===== src/include/mem_defs.svh =====
`ifndef MEM_DEFS_SVH
`define MEM_DEFS_SVH

// memory geometry, 32-bit words
`define MEM_DEPTH_WORDS 256
`define MEM_IDX_W 8  // word index = addr[9:2]

// grant to done
// request cycle plus one delay cycle
`define MEM_READ_LATENCY 2

// one-hot write length codes
`define WLEN_BYTE 3'b001
`define WLEN_HALF 3'b010
`define WLEN_WORD 3'b100

`endif


===== src/source/mem_pkg.sv =====
`include "mem_defs.svh"

package mem_pkg;

    // one memory word, seen whole or by byte lane
    typedef union packed {
        logic [31:0]     word;
        logic [3:0][7:0] bytes;  // lane 0 = addr offset 0
    } mem_word_u;

    // request from the arbiter to the memory
    typedef struct packed {
        logic [`MEM_IDX_W-1:0] idx;    // word index
        logic                  we;     // 1 = write
        logic [3:0]            wstrb;  // byte lanes to write
        mem_word_u             wdata;  // data already in its lanes
    } mem_req_t;

    // read response
    typedef struct packed {
        logic        done;  // high one cycle per read
        logic [31:0] rdata;
    } mem_rsp_t;

endpackage


===== src/source/fetch_port.sv =====
`timescale 1ns/1ps
`include "mem_defs.svh"

module fetch_port (
    input  logic              clk,
    input  logic              rst,
    input  logic [31:0]       addr,
    input  logic              ren,
    output logic [31:0]       rdata,
    output logic              rvalid,
    input  logic              ready,
    output logic              req,
    output mem_pkg::mem_req_t req_pkt,
    input  logic              gnt,
    input  mem_pkg::mem_rsp_t rsp
);
    logic pending;  // granted, waiting for done

    // new read only while idle, never over held data
    assign req = ren & ~pending & ~rvalid;

    assign req_pkt.idx        = addr[`MEM_IDX_W+1:2];  // aligned down, upper bits wrap
    assign req_pkt.we         = 1'b0;
    assign req_pkt.wstrb      = 4'b0000;
    assign req_pkt.wdata.word = 32'h0;

    always_ff @(posedge clk) begin
        if (rst) begin
            pending <= 1'b0;
            rvalid  <= 1'b0;
        end else begin
            if (req && gnt) begin
                pending <= 1'b1;
            end else if (rsp.done) begin
                pending <= 1'b0;
            end

            // held until the receiver takes it
            if (rsp.done) begin
                rvalid <= 1'b1;
            end else if (rvalid && ready) begin
                rvalid <= 1'b0;
            end
        end
    end

    always_ff @(posedge clk) begin
        if (rsp.done) begin
            rdata <= rsp.rdata;  // stable while rvalid is up
        end
    end

endmodule


===== config.mk =====
export PLATFORM = sky130hd
export DESIGN_NAME = fetch_port
export DESIGN_NICKNAME = d
export VERILOG_FILES = /design/src/source/mem_pkg.sv /design/src/source/fetch_port.sv
export VERILOG_INCLUDE_DIRS = /design/src /design/src/include
export SDC_FILE = /design/constraint.sdc
export NUM_CORES = 1
export LEC_CHECK = 0
export BUFFER_PORTS_ARGS = -buffer_cell sky130_fd_sc_hd__buf_2
export CAP_MARGIN = 10
export CORE_MARGIN = 4
export CORE_UTILIZATION = 37
export DETAILED_ROUTE_END_ITERATION = 6
export PLACE_DENSITY = 0.85
export SETUP_SLACK_MARGIN = 0.02
export SYNTH_ARGS = -nofsm -noshare
export SYNTH_HDL_FRONTEND = slang
export SYNTH_SLANG_ARGS = --single-unit

===== constraint.sdc =====
create_clock -name clk -period 1.4 [get_ports clk]
set_input_delay 0.21 -clock clk [delete_from_list [all_inputs] [get_ports clk]]
set_output_delay 0.21 -clock clk [all_outputs]
set_load 0.005 [all_outputs]

== After elaboration in Yosys (flattened, before gate mapping) ==
Index checks and enable logic that the tools add are counted.
Word-level totals
  input port bits: 70
  output and inout port bits: 79
  register bits after elaboration: 34
  word-level logic and storage cells: 15
Cells by class
  mux-type cells: 4
  reduce and logical (&&, ||, !) cells: 4
  bitwise logic cells: 4
Operator list (count)
  $mux W1: 4
  $reduce_bool A2 Y1: 2
  $and A1 B1 Y1: 2
  $logic_and A1 B1 Y1: 2
  $not A1 Y1: 2

== Logic depth before layout (Yosys ltp) ==
  depth after elaboration: 5
  depth in mapped cells: 2

== Worst setup path after synthesis ==
No wires, ideal clock.
  kind: register -> output
  start point: register rvalid
  end point: output port req
  stages on the path, launching flop included: 2
  data required time: 1.190 ns
  data arrival time: 0.531 ns
  setup slack: 0.659 ns
  buffers on the path: 0
  cell sequence: dfxtp_1 -> nor3b_1
Between the ends
  cells in the longest elaborated chain, start to end: 2
RTL lines
  start: declaration: line fetch_port.sv:10  | output logic rvalid,
  start signal: assignment: line fetch_port.sv:30  | rvalid <= 1'b0;
  start signal: assignment: line fetch_port.sv:40  | rvalid <= 1'b1;
  start signal: assignment: line fetch_port.sv:42  | rvalid <= 1'b0;
  $not A1 Y1: line fetch_port.sv:20  | assign req = ren & ~pending & ~rvalid;
  $and A1 B1 Y1: line fetch_port.sv:20
  end: declaration: line fetch_port.sv:12  | output logic req,
No other way between the ends.

== Worst setup path in the final report ==
Ends and elaborated chain as after synthesis.

==> reports/results.tsv <==
metric	value	unit
status	complete, no violations	
clock_tree.root_cell	clkbuf_8	
critical_path_class	reg -> out	
pwr-share-seq	0.597	
synth-main-ff-cell	edfxtp_1	
start_util	0.4001	
detail-route-antenna-nets	0	
drive_above_1_share	0.5032	
drc	0	
h-tree-depth	2	
ctsLongestPathBuffers	2	
period_share	0.8072	
fin_area	1697	um^2
grt_busiest_layer	met2	
core-area	3468	um^2
dr_total_vias	755	
synth_cells	87	
setup_viol	0	
cts_tree	yes	
fin_worst_skew	0.00003184	ns
synth.distinct_cells	9	
yosys_warnings	0	
place_congestion	0.7646	
synth_common_cells	buf_4, edfxtp_1, a21oi_1, dfxtp_1, nand2b_1	
cts-resized-gates	0	
grtUsageMet3	0.05072	
use_met2	0.1441	
path_clk_slew	0.06	ns
synthTopCellsByArea	edfxtp_1, buf_4, dfxtp_1	
combPwrFrac	0.094	
vdd_drop_max	0.3629	mV
synth_top_area_cell	edfxtp_1	
finalPower	2037	uW
synth_area	1388	um^2
die_x	69.24	um
clock_power_share	0.309	
drt_iter0_drc	12	
final_net_count	227	
intPower	1626	uW
synth-seq-cells	34	
dieArea	4794	um^2
drv_cap	0	
worstPathArrival	0.92	ns
switchingPower	411.3	uW
hold_buffers	0	
power_density	1201	nW/um^2
die_y	69.24	um
fin_cells	203	
pin_count	149	
grt_pass1_vias	674	
synth_most_common_cell	buf_4	
yosysTopAreaCellShare	0.6925	
rsz0062_at_grt	no	
postCtsSetupRepairBufs	0	
grt_overflow	0	
period_needed	1.130	ns
rows	21	
cp_max_fo	4	
required	1.19	ns
fmax	884.9	MHz
hold_class	in -> reg	
wl	2.337	mm
dp_hpwl	1.900	mm
placed_cells	196	
ys_seq_area_frac	0.7214	
placed_area	1618	um^2
whs	0.1079	ns
end_kind	output pin	
grt_use_total	0.09200	
wire_per_inst	11.51	um
numCtsBuffers	5	
setup_tns	0	ns
p_leak	0.0007984	uW
via_per_inst	3.719	
grt_first_pass_wirelength	3.367	mm
antenna_found_initial	0	
swShare	0.2019	
cts_num_sinks	34	
grt_max_degree	35	
synthToLayoutAreaGrowth	22.27	%
firstDrtPassIters	3	
insertion_delay	0.27	ns
slew_viol_final	0	
worst_setup_path_start_kind	flip-flop	
async_flop_share	0	
diodes	0	
synth_edf_count	32	
hold_viol	0	
met1_usage	0.09851	
avgSynthCellArea	15.95	um^2
port_buffers	71	
==> flip-flops by register name, summed over array words and instances, names as in the netlist <==
register  cells
rdata        32
rvalid        1
pending       1
==> cell type report <==
class | instances | area, um^2
Fill cell | 314 | 1772
Sequential cell | 34 | 1001
Timing Repair Buffer | 72 | 375.4
Multi-Input combinational cell | 43 | 180.2
Clock buffer | 5 | 68.82
Tap cell | 46 | 57.56
Clock inverter | 2 | 10.01
Inverter | 1 | 3.754
==> cell usage in the layout, fill, tap and decap left out, types with 2 or more instances in the layout <==
master | Yosys | layout
clkinv_2 | 0 | 2
clkbuf_8 | 0 | 5
a21oi_1 | 2 | 2
nand2b_1 | 2 | 2
buf_2 | 0 | 71
edfxtp_1 | 32 | 32
dfxtp_1 | 2 | 2
conb_1 | 1 | 37
==> cell families after synthesis <==
| logic type | after synthesis | share of synthesized area |
|---|---|---|
| buffers and inverters | 46 | 0.2462 |
| DFF | 34 | 0.7214 |
| and+or+nand+nor | 4 | 0.02254 |
| AOI/OAI and AO/OA | 2 | 0.007214 |
| other | 1 | 0.002703 |
==> layer usage <==
metal  routed length [um]  share of wire  vias up
met5                    0              0        -
met4                   38          0.016        0
met3                  366           0.16        7
met2                 1084           0.46       74
met1                  848           0.36      322
li1                     -              -      352
==> through the flow <==
| step | setup slack [ns] | utilization |
|---|---|---|
| 3_5_place_dp | 0.5488 | 0.4665 |
| 3_3_place_gp | 0.5632 | 0.4665 |
| 4_1_cts | 0.2601 | 0.4892 |
| 2_1_floorplan | 0.6590 | - |
| 5_1_grt | 0.2328 | 0.4892 |
| 6_report | 0.2699 | 0.4892 |
==> critical path, cell delays in order, from the launching register on <==
cell and delay (ns):
dfxtp_1 0.34, nor3b_1 0.18, buf_2 0.14
==> path summary, 6_finish.rpt <==
path	startpoint	slack (ns)	cells after the start	end
min	rsp[1]	0.11	1	rdata[1]
max	rvalid	0.27	2	req
max reg2reg	rvalid	0.69	2	pending
min reg2reg	pending	0.48	2	pending
==> power by group through the flow <==
| stage | Sequential, uW | Clock, uW | Combinational, uW |
|---|---|---|---|
| final | 1220 | 629 | 192 |
| after global routing | 1220 | 702 | 213 |
| after CTS | 1220 | 655 | 193 |
| after detailed placement | 1240 | 0 | 192 |
| after global placement | 1240 | 0 | 187 |
| after floorplan | 1250 | 0 | 123 |
Power figures use the tool's default switching activity.
