===== src/include/mem_defs.svh =====
`ifndef MEM_DEFS_SVH
`define MEM_DEFS_SVH

// memory geometry, 32-bit words
`define MEM_DEPTH_WORDS 256
`define MEM_IDX_W 8  // word index = addr[9:2]

// grant to done
// request cycle plus one delay cycle
`define MEM_READ_LATENCY 2

// one-hot write length codes
`define WLEN_BYTE 3'b001
`define WLEN_HALF 3'b010
`define WLEN_WORD 3'b100

`endif


===== src/source/mem_pkg.sv =====
`include "mem_defs.svh"

package mem_pkg;

    // one memory word, seen whole or by byte lane
    typedef union packed {
        logic [31:0]     word;
        logic [3:0][7:0] bytes;  // lane 0 = addr offset 0
    } mem_word_u;

    // request from the arbiter to the memory
    typedef struct packed {
        logic [`MEM_IDX_W-1:0] idx;    // word index
        logic                  we;     // 1 = write
        logic [3:0]            wstrb;  // byte lanes to write
        mem_word_u             wdata;  // data already in its lanes
    } mem_req_t;

    // read response
    typedef struct packed {
        logic        done;  // high one cycle per read
        logic [31:0] rdata;
    } mem_rsp_t;

endpackage


===== src/source/mem_arbiter.sv =====
`timescale 1ns/1ps
`include "mem_defs.svh"

module mem_arbiter (
    input  logic              clk,
    input  logic              rst,

    // fetch client
    input  logic              f_req,
    input  mem_pkg::mem_req_t f_pkt,
    output logic              f_gnt,
    output mem_pkg::mem_rsp_t f_rsp,

    // data client
    input  logic              d_req,
    input  mem_pkg::mem_req_t d_pkt,
    output logic              d_gnt,
    output mem_pkg::mem_rsp_t d_rsp,

    // memory side
    output logic              m_valid,
    output mem_pkg::mem_req_t m_pkt,
    input  mem_pkg::mem_rsp_t m_rsp
);
    localparam int LAT = `MEM_READ_LATENCY;

    logic           last_d;  // data client won the last grant
    logic [LAT-1:0] own_d;   // read owner per stage, 1 = data

    // ====================
    // round-robin select
    // ====================
    // the client not served last goes first
    assign f_gnt = f_req & (~d_req | last_d);
    assign d_gnt = d_req & (~f_req | ~last_d);

    assign m_valid = f_gnt | d_gnt;
    assign m_pkt   = d_gnt ? d_pkt : f_pkt;

    always_ff @(posedge clk) begin
        if (rst) begin
            last_d <= 1'b0;
        end else if (m_valid) begin
            last_d <= d_gnt;
        end
    end

    // ====================
    // response routing
    // ====================
    // owner record runs beside the memory read pipeline
    always_ff @(posedge clk) begin
        if (rst) begin
            own_d <= '0;
        end else begin
            own_d[0] <= d_gnt;  // don't care for writes, no done follows
            for (int i = 1; i < LAT; i++) begin
                own_d[i] <= own_d[i-1];
            end
        end
    end

    assign f_rsp.done  = m_rsp.done & ~own_d[LAT-1];
    assign f_rsp.rdata = m_rsp.rdata;
    assign d_rsp.done  = m_rsp.done & own_d[LAT-1];
    assign d_rsp.rdata = m_rsp.rdata;

endmodule


===== config.mk =====
export PLATFORM = sky130hd
export DESIGN_NAME = mem_arbiter
export DESIGN_NICKNAME = d
export VERILOG_FILES = /design/src/source/mem_pkg.sv /design/src/source/mem_arbiter.sv
export VERILOG_INCLUDE_DIRS = /design/src /design/src/include
export SDC_FILE = /design/constraint.sdc
export NUM_CORES = 1
export LEC_CHECK = 0
export BUFFER_PORTS_ARGS = -buffer_cell sky130_fd_sc_hd__buf_2
export CORE_AREA = 5 5 90 92
export CTS_CLUSTER_DIAMETER = 200
export DETAILED_ROUTE_END_ITERATION = 6
export DIE_AREA = 0 0 95 97
export GPL_ROUTABILITY_DRIVEN = 0
export GPL_TIMING_DRIVEN = 0
export PLACE_DENSITY = 0.59
export REMOVE_ABC_BUFFERS = 1
export SYNTH_ARGS = -nofsm -noshare
export SYNTH_HDL_FRONTEND = slang
export SYNTH_SLANG_ARGS = --single-unit

===== constraint.sdc =====
create_clock -name clk -period 1.3 [get_ports clk]
set_input_delay 0.13 -clock clk [delete_from_list [all_inputs] [get_ports clk]]
set_output_delay 0.13 -clock clk [all_outputs]
set_load 0.02 [all_outputs]

# Yosys cells after proc, flatten, opt, wreduce, memory -nomap -nowiden
# Cells that the tools add are included.
[word_totals]
reg_bits = 3
latchBits = 0
mem_bits_rw = 0
mem_bits_ro = 0
input_bits = 127
out_inout_bits = 114
elab_cells = 14
memories = 0
[classes]
add_sub_neg = 0
mul = 0
div_mod_pow = 0
n_lt_le_gt_ge = 0
n_eq_ne = 0
shifts = 0
n_mux = 1
bitwise_logic = 11
n_reduce_logical = 0
[ops]
columns = ["operator", "count"]
rows = [
  ["$mux W45", 1],
  ["$and A1 B1 Y1", 4],
  ["$not A1 Y1", 4],
  ["$or A1 B1 Y1", 3],
]

# Depth between registers and ports, before layout
[depth]
ltp_word = 4
mapped_depth = 4
mapped_depth_nobuf = 2

# Worst setup path before layout
# Ideal clock, no wire load.
[synth_timing]
kind = "register to output"
startpoint = "register last_d"
endpoint = "output m_pkt[10] (netlist name)"
t_arrival_ps = 1106
required_ps = 1170
path_slack_ps = 64
path_stages_with_launch = 5
path_buffers = 2
cell_sequence = "dfxtp_1 -> a21boi_2 -> buf_6 -> buf_12 -> mux2_4"
[synth_lines]
columns = ["element", "line_no", "text"]
rows = [
  ["start: declaration", "mem_arbiter.sv:27", "logic last_d;"],
  ["start signal: assignment", "mem_arbiter.sv:44", "last_d <= d_gnt;"],
  ["end: declaration", "mem_arbiter.sv:22", "output mem_pkg::mem_req_t m_pkt,"],
]

==> impl_results.md <==
- Status: complete, but fails checks
- Violated checks: negative setup slack
- Detail Route Antenna Nets: 0
- Crit path required time: 1.17 ns
- IO Pins: 241
- Layout area overhead: 50.4%
- Worst hold path type: primary input to flop
- WL final: 8240 um
- Delay-heaviest family, CP: buffers and inverters
- Drt via density: 3.95
- CP Capture Type: output pin
- RSZ-0062 raised after global routing: yes
- Worst EP arrival: 1.49 ns
- Post-Layout Cell Count: 316
- Drt first pass iters: 4
- Setup ws final: -0.320 ns
- Comb power frac: 70.2%
- Worst-skew pair later-pin latency: 0.21 ns
- Tot Pwr: 1.24 mW
- P per Cell Area: 631 nW/um2
- Gr ovfl total: 0
- Initial antenna violation count: 2
- GRT Total Usage: 16.1%
- Peak VDD IR: 0.219 mV
- Area of the multi-input gates: 734 um2
- Switching power: 0.443 mW
- Register area share after synthesis: 4.60%
- Core box area: 7140 um2
- Max_slew headroom: 87.6%
- DR vias: 1248
- Top cells by area, synth: buf_4, mux2_4, mux2_2, buf_12, dfxtp_1
- Largest stage delay, worst path: 0.34 ns
- Sw frac: 35.7%
- HP Start: rst
- H-Tree Depth: 1
- Clock skew: 0.000704 ns
- Largest net degree at the start of global routing: 13
- Place WS: -0.757 ns
- Slew at the pin closest to its max-slew limit: 0.186 ns
- Synth cell types: 13
- DRT iter0 DRCs: 16
- Starting density of the core: 18.3%
- Period utilisation layout: 125%
- #FFs+latches synth: 3
- F_max: 0.617 GHz
- Worst path cell trace: a21boi_4, buf_6, buf_12, mux2_4, buf_6
- R2r startpoint: last_d
- Post-DR wirelength/cell: 26.1 um
- Worst setup SP type: flop
- Mapped Cells: 127
- DP Cell Count: 302
- CP Launch Point: last_d
- Crit path time final: 1.62 ns
- Avg Cell Area, Syn: 10.3 um2
- Layout cell share with drive strength beyond 1: 95.4%
- Final setup fails: 46
- Dpl hpwl: 7380 um
- Critical path type: flop to output pin
- Clk sinks: 3
- Sequential power share: 8.2%
- CP max-delay cell: dfxtp_4
- Chip Height: 97 um
- # DRC: 0
- YS warnings: 0
- CP bufs+invs: 3
- Most used cell, CP: buf_6
- CTS Root Cell: clkbuf_8
- Register area: 63.8 um2
- Post-synth top area share: 37.4%
- Fin nets: 345
- Final hold violation count: 0
- Max-Cap Viols: 0
- Fill count: 772
- Max Slew Vio Count: 0
- CTS clk-pin slew, worst paths: 0.03 ns
- Number of port buffers: 144
- First-pass GRT wire length: 10000 um
- CTS tree: done
- P_leak: 1.10 nW
- Rows: 31
- Vias in the first global route: 1247
- Synthesized area: 1310 um2
- Ant. Diodes: 0
- Clock power frac: 21.6%
- Num CTS Buffers: 3
- Setup TNS after final layout: -12.92 ns
- Die Footprint: 9220 um2
- Clock tree buffer depth: 2
- Worst-path fanout max: 6
- Die X: 95 um
- P_int: 0.797 mW
- Leading area contributor after synthesis: buf_4
==> worst register-to-register path, stage by stage, from the launching register on <==
cell      delay (ns)
dfxtp_4         0.34
buf_4           0.15
a21boi_4        0.15
buf_6           0.16
buf_4           0.11
nor2b_1         0.10
==> cell type report <==
cell class | instances | area share (%)
Sequential cell | 3 | 3.25
Clock buffer | 4 | 2.29
Tap cell | 99 | 6.31
Timing Repair Buffer | 154 | 50.8
Multi-Input combinational cell | 56 | 37.4
==> repair_timing <==
item                       CTS  global route
hold buffers                 0             0
setup endpoints to repair   47            47
pin swaps                    2             1
setup buffers                6             2
gates resized for setup     59             5
cloned                       3             0
==> sequential cells by signal, indices dropped and copies added, names as in the netlist <==
signal  flops
own_d       2
last_d      1
==> through the flow <==
| stage | cell area [um2] | utilization, % | hold WS (ns) |
|---|---|---|---|
| floorplan | 747 | - | 0.199 |
| global placement | 1590 | 22.3 | 0.261 |
| detailed placement | 1620 | 22.7 | 0.261 |
| CTS | 1960 | 27.5 | 0.0923 |
| global route | 1960 | 27.5 | 0.109 |
| finish | 1960 | 27.5 | 0.0952 |
==> layout by cell type (no fill, tap or decap) <==
cell / count
dfxtp_1: 2
or2b_1: 1
or2_2: 1
nand2b_1: 1
buf_6: 29
and2_1: 1
and2_4: 1
mux2_2: 10
buf_4: 3
nor2b_1: 3
buf_2: 120
a21oi_1: 1
buf_12: 1
a21boi_4: 2
buf_16: 1
dfxtp_4: 1
clkbuf_1: 1
mux2_4: 35
clkbuf_8: 3
==> Yosys cell counts <==
cell / count
dfxtp_1: 3
or2b_1: 1
mux2_4: 30
or2_2: 1
a21oi_1: 1
and2_1: 2
buf_6: 1
buf_4: 65
nor2b_1: 3
mux2_2: 15
a21boi_2: 1
nand2b_1: 1
buf_12: 3
==> power groups by stage <==
stage	combinational, mW	sequential, mW	clock [mW]
finish	0.871	0.101	0.268
global route	0.919	0.101	0.284
CTS	0.876	0.101	0.275
detailed placement	0.714	0.103	0
global placement	0.711	0.102	0
floorplan	0.432	0.102	0
==> path summary, 6_finish.rpt <==
kind / to / depth (start not counted) / slack [ns]
setup reg to reg: own_d[0] / 5 / 0.22
hold reg to reg: own_d[1] / 1 / 0.45
hold / removal: last_d / 2 / 0.1
setup / recovery: m_pkt[2] / 5 / -0.32
==> layer usage <==
layer | vias to the layer above | global-route usage, % | share of wire [%]
met4 | 6 | 2.77 | 1.3
met5 | - | 7.14 | 1.3
met1 | 536 | 11.6 | 25
li1 | 541 | - | -
met3 | 12 | 18.3 | 25
met2 | 153 | 27.1 | 47
==> kinds of logic (layout without fill, tap and decap cells) <==
| kind of cell | after synthesis | after routing | share of synthesized area [%] |
|---|---|---|---|
| buffers and inverters | 69 | 158 | 42.8 |
| AND/OR/NAND/NOR | 8 | 8 | 3.93 |
| flip-flops | 3 | 3 | 4.60 |
| AO/OA/AOI/OAI | 2 | 3 | 1.24 |
| multiplexers | 45 | 45 | 47.4 |
Note: power is estimated with default switching activity, not from simulation.
