<file path="src/include/mem_defs.svh">
`ifndef MEM_DEFS_SVH
`define MEM_DEFS_SVH

// memory geometry, 32-bit words
`define MEM_DEPTH_WORDS 256
`define MEM_IDX_W 8  // word index = addr[9:2]

// grant to done
// request cycle plus one delay cycle
`define MEM_READ_LATENCY 2

// one-hot write length codes
`define WLEN_BYTE 3'b001
`define WLEN_HALF 3'b010
`define WLEN_WORD 3'b100

`endif

</file>
<file path="src/source/mem_pkg.sv">
`include "mem_defs.svh"

package mem_pkg;

    // one memory word, seen whole or by byte lane
    typedef union packed {
        logic [31:0]     word;
        logic [3:0][7:0] bytes;  // lane 0 = addr offset 0
    } mem_word_u;

    // request from the arbiter to the memory
    typedef struct packed {
        logic [`MEM_IDX_W-1:0] idx;    // word index
        logic                  we;     // 1 = write
        logic [3:0]            wstrb;  // byte lanes to write
        mem_word_u             wdata;  // data already in its lanes
    } mem_req_t;

    // read response
    typedef struct packed {
        logic        done;  // high one cycle per read
        logic [31:0] rdata;
    } mem_rsp_t;

endpackage

</file>
<file path="src/source/fetch_port.sv">
`timescale 1ns/1ps
`include "mem_defs.svh"

module fetch_port (
    input  logic              clk,
    input  logic              rst,
    input  logic [31:0]       addr,
    input  logic              ren,
    output logic [31:0]       rdata,
    output logic              rvalid,
    input  logic              ready,
    output logic              req,
    output mem_pkg::mem_req_t req_pkt,
    input  logic              gnt,
    input  mem_pkg::mem_rsp_t rsp
);
    logic pending;  // granted, waiting for done

    // new read only while idle, never over held data
    assign req = ren & ~pending & ~rvalid;

    assign req_pkt.idx        = addr[`MEM_IDX_W+1:2];  // aligned down, upper bits wrap
    assign req_pkt.we         = 1'b0;
    assign req_pkt.wstrb      = 4'b0000;
    assign req_pkt.wdata.word = 32'h0;

    always_ff @(posedge clk) begin
        if (rst) begin
            pending <= 1'b0;
            rvalid  <= 1'b0;
        end else begin
            if (req && gnt) begin
                pending <= 1'b1;
            end else if (rsp.done) begin
                pending <= 1'b0;
            end

            // held until the receiver takes it
            if (rsp.done) begin
                rvalid <= 1'b1;
            end else if (rvalid && ready) begin
                rvalid <= 1'b0;
            end
        end
    end

    always_ff @(posedge clk) begin
        if (rsp.done) begin
            rdata <= rsp.rdata;  // stable while rvalid is up
        end
    end

endmodule

</file>
<file path="src/source/data_port.sv">
`timescale 1ns/1ps
`include "mem_defs.svh"

module data_port (
    input  logic              clk,
    input  logic              rst,

    // read side
    input  logic [31:0]       raddr,
    input  logic              ren,
    output logic [31:0]       rdata,
    output logic              rvalid,
    input  logic              rready,

    // write side
    input  logic [31:0]       waddr,
    input  logic [31:0]       wdata,
    input  logic [2:0]        wlen,
    input  logic              wen,
    input  logic              wvalid,
    output logic              wready,

    // arbiter client
    output logic              req,
    output mem_pkg::mem_req_t req_pkt,
    input  logic              gnt,
    input  mem_pkg::mem_rsp_t rsp
);
    import mem_pkg::*;

    logic       wr_fire;
    logic       len_ok;
    logic [1:0] off;
    logic [3:0] wr_strb;
    mem_word_u  wr_lanes;

    logic       wr_pend;  // buffered write waiting for the memory
    mem_req_t   wr_pkt;

    logic       rd_req;
    mem_req_t   rd_pkt;
    logic       rd_gnt;

    assign off     = waddr[1:0];
    assign wr_fire = wvalid & wen & wready;

    // ====================
    // lane placement
    // ====================
    always_comb begin
        len_ok        = 1'b1;
        wr_strb       = 4'b0000;
        wr_lanes.word = 32'h0;
        case (wlen)
            `WLEN_BYTE: begin
                wr_strb[off]        = 1'b1;
                wr_lanes.bytes[off] = wdata[7:0];
            end
            `WLEN_HALF: begin  // aligned down to the halfword
                wr_strb[{off[1], 1'b0}]        = 1'b1;
                wr_strb[{off[1], 1'b1}]        = 1'b1;
                wr_lanes.bytes[{off[1], 1'b0}] = wdata[7:0];
                wr_lanes.bytes[{off[1], 1'b1}] = wdata[15:8];
            end
            `WLEN_WORD: begin
                wr_strb       = 4'b1111;
                wr_lanes.word = wdata;
            end
            default: len_ok = 1'b0;  // accepted, then dropped
        endcase
    end

    // ====================
    // write buffer
    // ====================
    always_ff @(posedge clk) begin
        if (rst) begin
            wr_pend <= 1'b0;
            wready  <= 1'b1;
        end else if (wr_pend) begin
            if (gnt) begin
                wr_pend <= 1'b0;
                wready  <= 1'b1;
            end
        end else if (wr_fire && len_ok) begin
            wr_pend <= 1'b1;
            wready  <= 1'b0;
        end
    end

    always_ff @(posedge clk) begin
        if (wr_fire && len_ok) begin
            wr_pkt.idx   <= waddr[`MEM_IDX_W+1:2];
            wr_pkt.we    <= 1'b1;
            wr_pkt.wstrb <= wr_strb;
            wr_pkt.wdata <= wr_lanes;
        end
    end

    // read side is a fetch channel that yields to the pending write
    assign rd_gnt = gnt & ~wr_pend;

    fetch_port u_rd (
        .clk     (clk),
        .rst     (rst),
        .addr    (raddr),
        .ren     (ren),
        .rdata   (rdata),
        .rvalid  (rvalid),
        .ready   (rready),
        .req     (rd_req),
        .req_pkt (rd_pkt),
        .gnt     (rd_gnt),
        .rsp     (rsp)
    );

    assign req     = wr_pend | rd_req;
    assign req_pkt = wr_pend ? wr_pkt : rd_pkt;  // write first, it is older

endmodule

</file>
<file path="config.mk">
export PLATFORM = sky130hd
export DESIGN_NAME = data_port
export DESIGN_NICKNAME = d
export VERILOG_FILES = /design/src/source/mem_pkg.sv /design/src/source/fetch_port.sv /design/src/source/data_port.sv
export VERILOG_INCLUDE_DIRS = /design/src /design/src/include
export SDC_FILE = /design/constraint.sdc
export NUM_CORES = 1
export LEC_CHECK = 0
export BUFFER_PORTS_ARGS = -buffer_cell sky130_fd_sc_hd__buf_2
export CORE_MARGIN = 3
export CORE_UTILIZATION = 40
export CTS_CLUSTER_DIAMETER = 100
export CTS_CLUSTER_SIZE = 30
export DETAILED_ROUTE_END_ITERATION = 6
export PLACE_DENSITY = 0.74
export REMOVE_ABC_BUFFERS = 1
export SLEW_MARGIN = 25
export SYNTH_ARGS = -nofsm -noshare
export SYNTH_HDL_FRONTEND = slang
export SYNTH_SLANG_ARGS = --single-unit
</file>
<file path="constraint.sdc">
create_clock -name clk -period 11.1 [get_ports clk]
set_input_delay 1.11 -clock clk [delete_from_list [all_inputs] [get_ports clk]]
set_output_delay 1.11 -clock clk [all_outputs]
set_load 0.01 [all_outputs]
</file>
# [Word-level counts from Yosys, hierarchy flattened]
# Index checks and enable logic that the tools add are counted.
[totals] register_bits=80 inputBits=139 output_inout_bits=80 elab_cells=68
[op_classes] n_lt_le_gt_ge=6 eq_ne=4 n_mux=27 bitwise=12 reduce_logical=11
[op_table] op="$pmux W32 S3" count=1
[op_table] op="$mux W45" count=1
[op_table] op="$and A32 B24 Y32" count=1
[op_table] op="$and A32 B32 Y32" count=1
[op_table] op="$bwmux W32" count=1
[op_table] op="$mux W8" count=3
[op_table] op="$demux W8 S1" count=2
[op_table] op="$demux W8 S2" count=1
[op_table] op="$mux W1" count=14
[op_table] op="$pmux W4 S3" count=1
[op_table] op="$lt A2 B3 Y1 const B" count=3
[op_table] op="$ge A2 B1 Y1 const B" count=3
[op_table] op="$logic_and A1 B1 Y1" count=6
[op_table] op="$reduce_bool A2 Y1" count=3
[op_table] op="$and A1 B1 Y1" count=5
[op_table] op="$or A3 B4 Y4" count=1
[op_table] op="$eq A3 B1 Y1 const B" count=1
[op_table] op="$eq A3 B2 Y1 const B" count=1
[op_table] op="$eq A3 B3 Y1 const B" count=1
[op_table] op="$not A1 Y1" count=3
[op_table] op="$reduce_or A3 Y1" count=1
[op_table] op="$demux W1 S1" count=2
[op_table] op="$demux W1 S2" count=1
[op_table] op="$ne A2 B2 Y1 const B" count=1
[op_table] op="other kinds (2)" count=2

# [Depth between registers and ports, before layout]
[logic_depth] depth_word=7 mapped_depth=5 mapped_depth_nobuf=3

# [Modules after synthesis]
# A second synthesis with hierarchy kept.
[unflattened] cells_unflattened=269 hier_area_um2=3927.5
[by_module_without_submodules] mod="data_port" instances=1 cells_per_inst=182 area_each_um2=2539.9 seq_area_each_um2=1361.3
[by_module_without_submodules] mod="fetch_port" instances=1 cells_per_inst=87 area_each_um2=1387.6 seq_area_each_um2=1001.0

# [Worst setup path after synthesis]
# OpenSTA, ideal clock, no wires.
[synth_path] path_type="input to register" from="input wlen[0]" to="register wr_pkt[0] in the netlist's numbering (enable)" setup_ns=0.465 t_arrival_ns=3.907 required_ns=10.635 setup_slack_ns=6.729 path_stages=3 n_path_buf=1 path_cell_list="buf_4 > or3b_2 > o22ai_1"
[synth_between] elab_chain_len=4 elab_cells_between_ends=6 cone_classes="eq/ne (3); mux (1); reduce/logical (2)"
[synth_rtl] item="start: declaration" line="data_port.sv:18" source="input logic [2:0] wlen,"
[synth_rtl] item="$eq A3 B3 Y1 (tied with other cells)" line="data_port.sv:54" source="case (wlen)"
[synth_rtl] item="$reduce_or A3 Y1 (no source line) *"
[synth_rtl] item="$mux W1 *" line="data_port.sv:54"
[synth_rtl] item="$logic_and A1 B1 Y1 *" line="data_port.sv:92" source="if (wr_fire && len_ok) begin"
[synth_rtl] item="end: declaration" line="data_port.sv:38" source="mem_req_t wr_pkt;"
# Every way passes the cells marked *; elsewhere a longest branch is shown, timed or not.
# A chain may end at the register's enable or synchronous reset.

# [Worst setup path in the final report]
[layout_path] from="input ren" to="output req"
[layout_between] elab_chain_len=3
[layout_rtl] item="start: declaration" line="data_port.sv:10" source="input logic ren,"
[layout_rtl] item="$and A1 B1 Y1 (2 in a row)" line="fetch_port.sv:20" source="assign req = ren & ~pending & ~rvalid;"
[layout_rtl] item="$or A1 B1 Y1" line="data_port.sv:117" source="assign req = wr_pend | rd_req;"
[layout_rtl] item="end: declaration" line="data_port.sv:24" source="output logic req,"
# No other way between the ends.

==> impl_metrics.tcl <==
set metrics [dict create \
    status "finished, final reports clean" \
    portBuffers 172 \
    drt-total-wl_mm 8.257 \
    crit_fanout 2 \
    grt_pass1_wl_mm 12.71 \
    fin_area_um2 4468 \
    critical_path_class "in2out" \
    syn_to_final_growth_pct 34.75 \
    min_period_ns 2.845 \
    rsz0062_at_grt "false" \
    synth_cell_type_count 36 \
    r2r_slack_ns 9.32 \
    setup_viol 0 \
    r2r_cells 3 \
    holdBufCountCts 0 \
    wl_per_cell_um 16.68 \
    root_buffer "clkbuf_8" \
    firstDrtPassIters 4 \
    fp-row-count 32 \
    fillCellCount 682 \
    pin_count 219 \
    final_core_util 0.5665 \
    syn_area_um2 3316 \
    dieWidth_um 97.05 \
    slew_violations 0 \
    cts_max_path_buffers 2 \
    core_area_um2 7888 \
    gp_congestion 0.8305 \
    worstSetupStartpointType "input pin" \
    r2r-start "wready$_SDFFE_PP1P_" \
    ys_warn_count 0 \
    worstHoldStart "u_rd.rvalid$_SDFFE_PP0P_" \
    antenna_found_initial 0 \
    slew_headroom 0.4625 \
    ys_ff_latch 80 \
    fin_setup_tns_ns 0 \
    drive_above_1_share 0.5179 \
    post_cts.repair.setup_buffers 0 \
    grt_pass1_vias 2507 \
    htree_levels 3 \
    grt_max_degree 51 \
    nets 527 \
    synth_ff_type "edfxtp_1" \
    syn_avg_cell_area_um2 15.42 \
    dieArea_um2 9418 \
    routed_via_density 5.069 \
    final_cell_mix "buf_2 (172), edfxtp_1 (76), and2_1 (36)" \
    post_dp_cell_area_um2 4277 \
    dieHeight_um 97.05 \
    p_total_mw 0.6202 \
    irDropWorstVdd_uv 60.67 \
    hpwlAfterDp_mm 6.209 \
    fin_ws_ns 8.255 \
    dr.first_iter.drc_count 68 \
    drc 0 \
    synthCells 215 \
    reg2reg_to "wr_pkt[26]$_DFFE_PP_" \
    drv_cap 0 \
    cts.sinks 80 \
    hp-class "reg2reg" \
    final_common_cell "buf_2" \
    track_usage 0.1749 \
    start_util 0.4204 \
    grt-ovfl-total 0 \
    vias 2509 \
    cts_made_buffers 9 \
    cts_tree "yes" \
    hold_violations 0 \
    p_leak_nw 1.950 \
    crit_required_ns 9.99 \
    endpoint_kind "output pin" \
    path_clk_slew_ns 0.08 \
    cts_resized 0 \
    final_antenna_net_count 0 \
    period_share 0.2563 \
    whs_ns 0.5512 \
    arrival_ns 1.74 \
    fin_skew_ns 0.008147 \
    power.density_nw_per_um2 138.8 \
    synth-seq-area-share 0.7125 \
    endpoint "req" \
    dpl.cell_count 479 \
    clock.fmax_ghz 0.3514 \
    place_ws_ns 7.953 \
    crit_start "ren" \
    instances_no_fill 495 \
    async_reset_ff_frac 0 \
    synth_edf_count 76 \
    clkLatencyLatePin_ns 0.33 \
    worst_pin_slew_ns 0.8062 \
    whs_path_depth 2 \
]
-- power by group --
group	internal, mW	switching [mW]
Sequential	0.347	0.00380
Clock	0.102	0.0981
Combinational	0.0321	0.0374
-- state kept, by name (all words and copies together), names as in the netlist --
| register | count |
|---|---|
| wr_pkt | 44 |
| u_rd.rdata | 32 |
| u_rd.pending | 1 |
| u_rd.rvalid | 1 |
| wr_pend | 1 |
| wready | 1 |
-- kinds of logic after synthesis --
family                    synth area share
DFF                                 0.7125
and+or+nand+nor                     0.1151
AOI/OAI and AO/OA                   0.1223
buffers and inverters              0.02037
muxes                              0.02717
xor gates and xnor gates          0.002642
-- layout make-up --
class / count / area, µm² / share of cell area
Clock inverter: 6 / 60.06 / 0.01344
Clock buffer: 9 / 123.9 / 0.02772
Antenna cell: 1 / 2.502 / 0.0005601
Sequential cell: 80 / 2362 / 0.5287
Inverter: 1 / 3.754 / 0.0008401
Multi-Input combinational cell: 121 / 904.6 / 0.2025
Timing Repair Buffer: 175 / 883.3 / 0.1977
Tap cell: 102 / 127.6 / 0.02856
-- metal layers --
layer	routed length [µm]	global-route usage	vias up
li1	-	-	1172
met1	3356	0.2093	1170
met2	3952	0.2856	146
met3	705	0.04758	21
met4	242	0.09611	0
met5	0	0	-
-- synth_stat cells (2+ instances only) --
cell type	number	area, µm²
nand2b_1	2	12.51
mux2_2	8	90.09
clkbuf_1	9	33.78
edfxtp_1	76	2282
a22o_1	16	140.1
nor3b_1	3	22.52
or2_2	2	12.51
nor2_1	5	18.77
a21boi_1	7	52.55
a22oi_1	8	60.06
o22ai_1	3	18.77
dfxtp_1	4	80.08
o2bb2ai_1	8	70.07
buf_4	2	15.01
and2_1	36	225.2
nor2b_1	3	18.77
a21oi_1	4	20.02
-- how the worst min path moves through the flow --
| stage | to | slack [ns] |
|---|---|---|
| after floorplan | u_rd.rvalid$_SDFFE_PP0P_ | 0.55 |
| after detailed placement | u_rd.rvalid$_SDFFE_PP0P_ | 0.54 |
| after CTS | u_rd.rvalid$_SDFFE_PP0P_ | 0.55 |
| after global placement | u_rd.rvalid$_SDFFE_PP0P_ | 0.53 |
| after global routing | u_rd.rvalid$_SDFFE_PP0P_ | 0.59 |
| final | u_rd.rvalid$_SDFFE_PP0P_ | 0.55 |
-- critical path: stages --
cell     delay [ns]
buf_2          0.10
nor3b_1        0.12
or2_2          0.26
buf_2          0.14
Power figures use the tool's default switching activity.
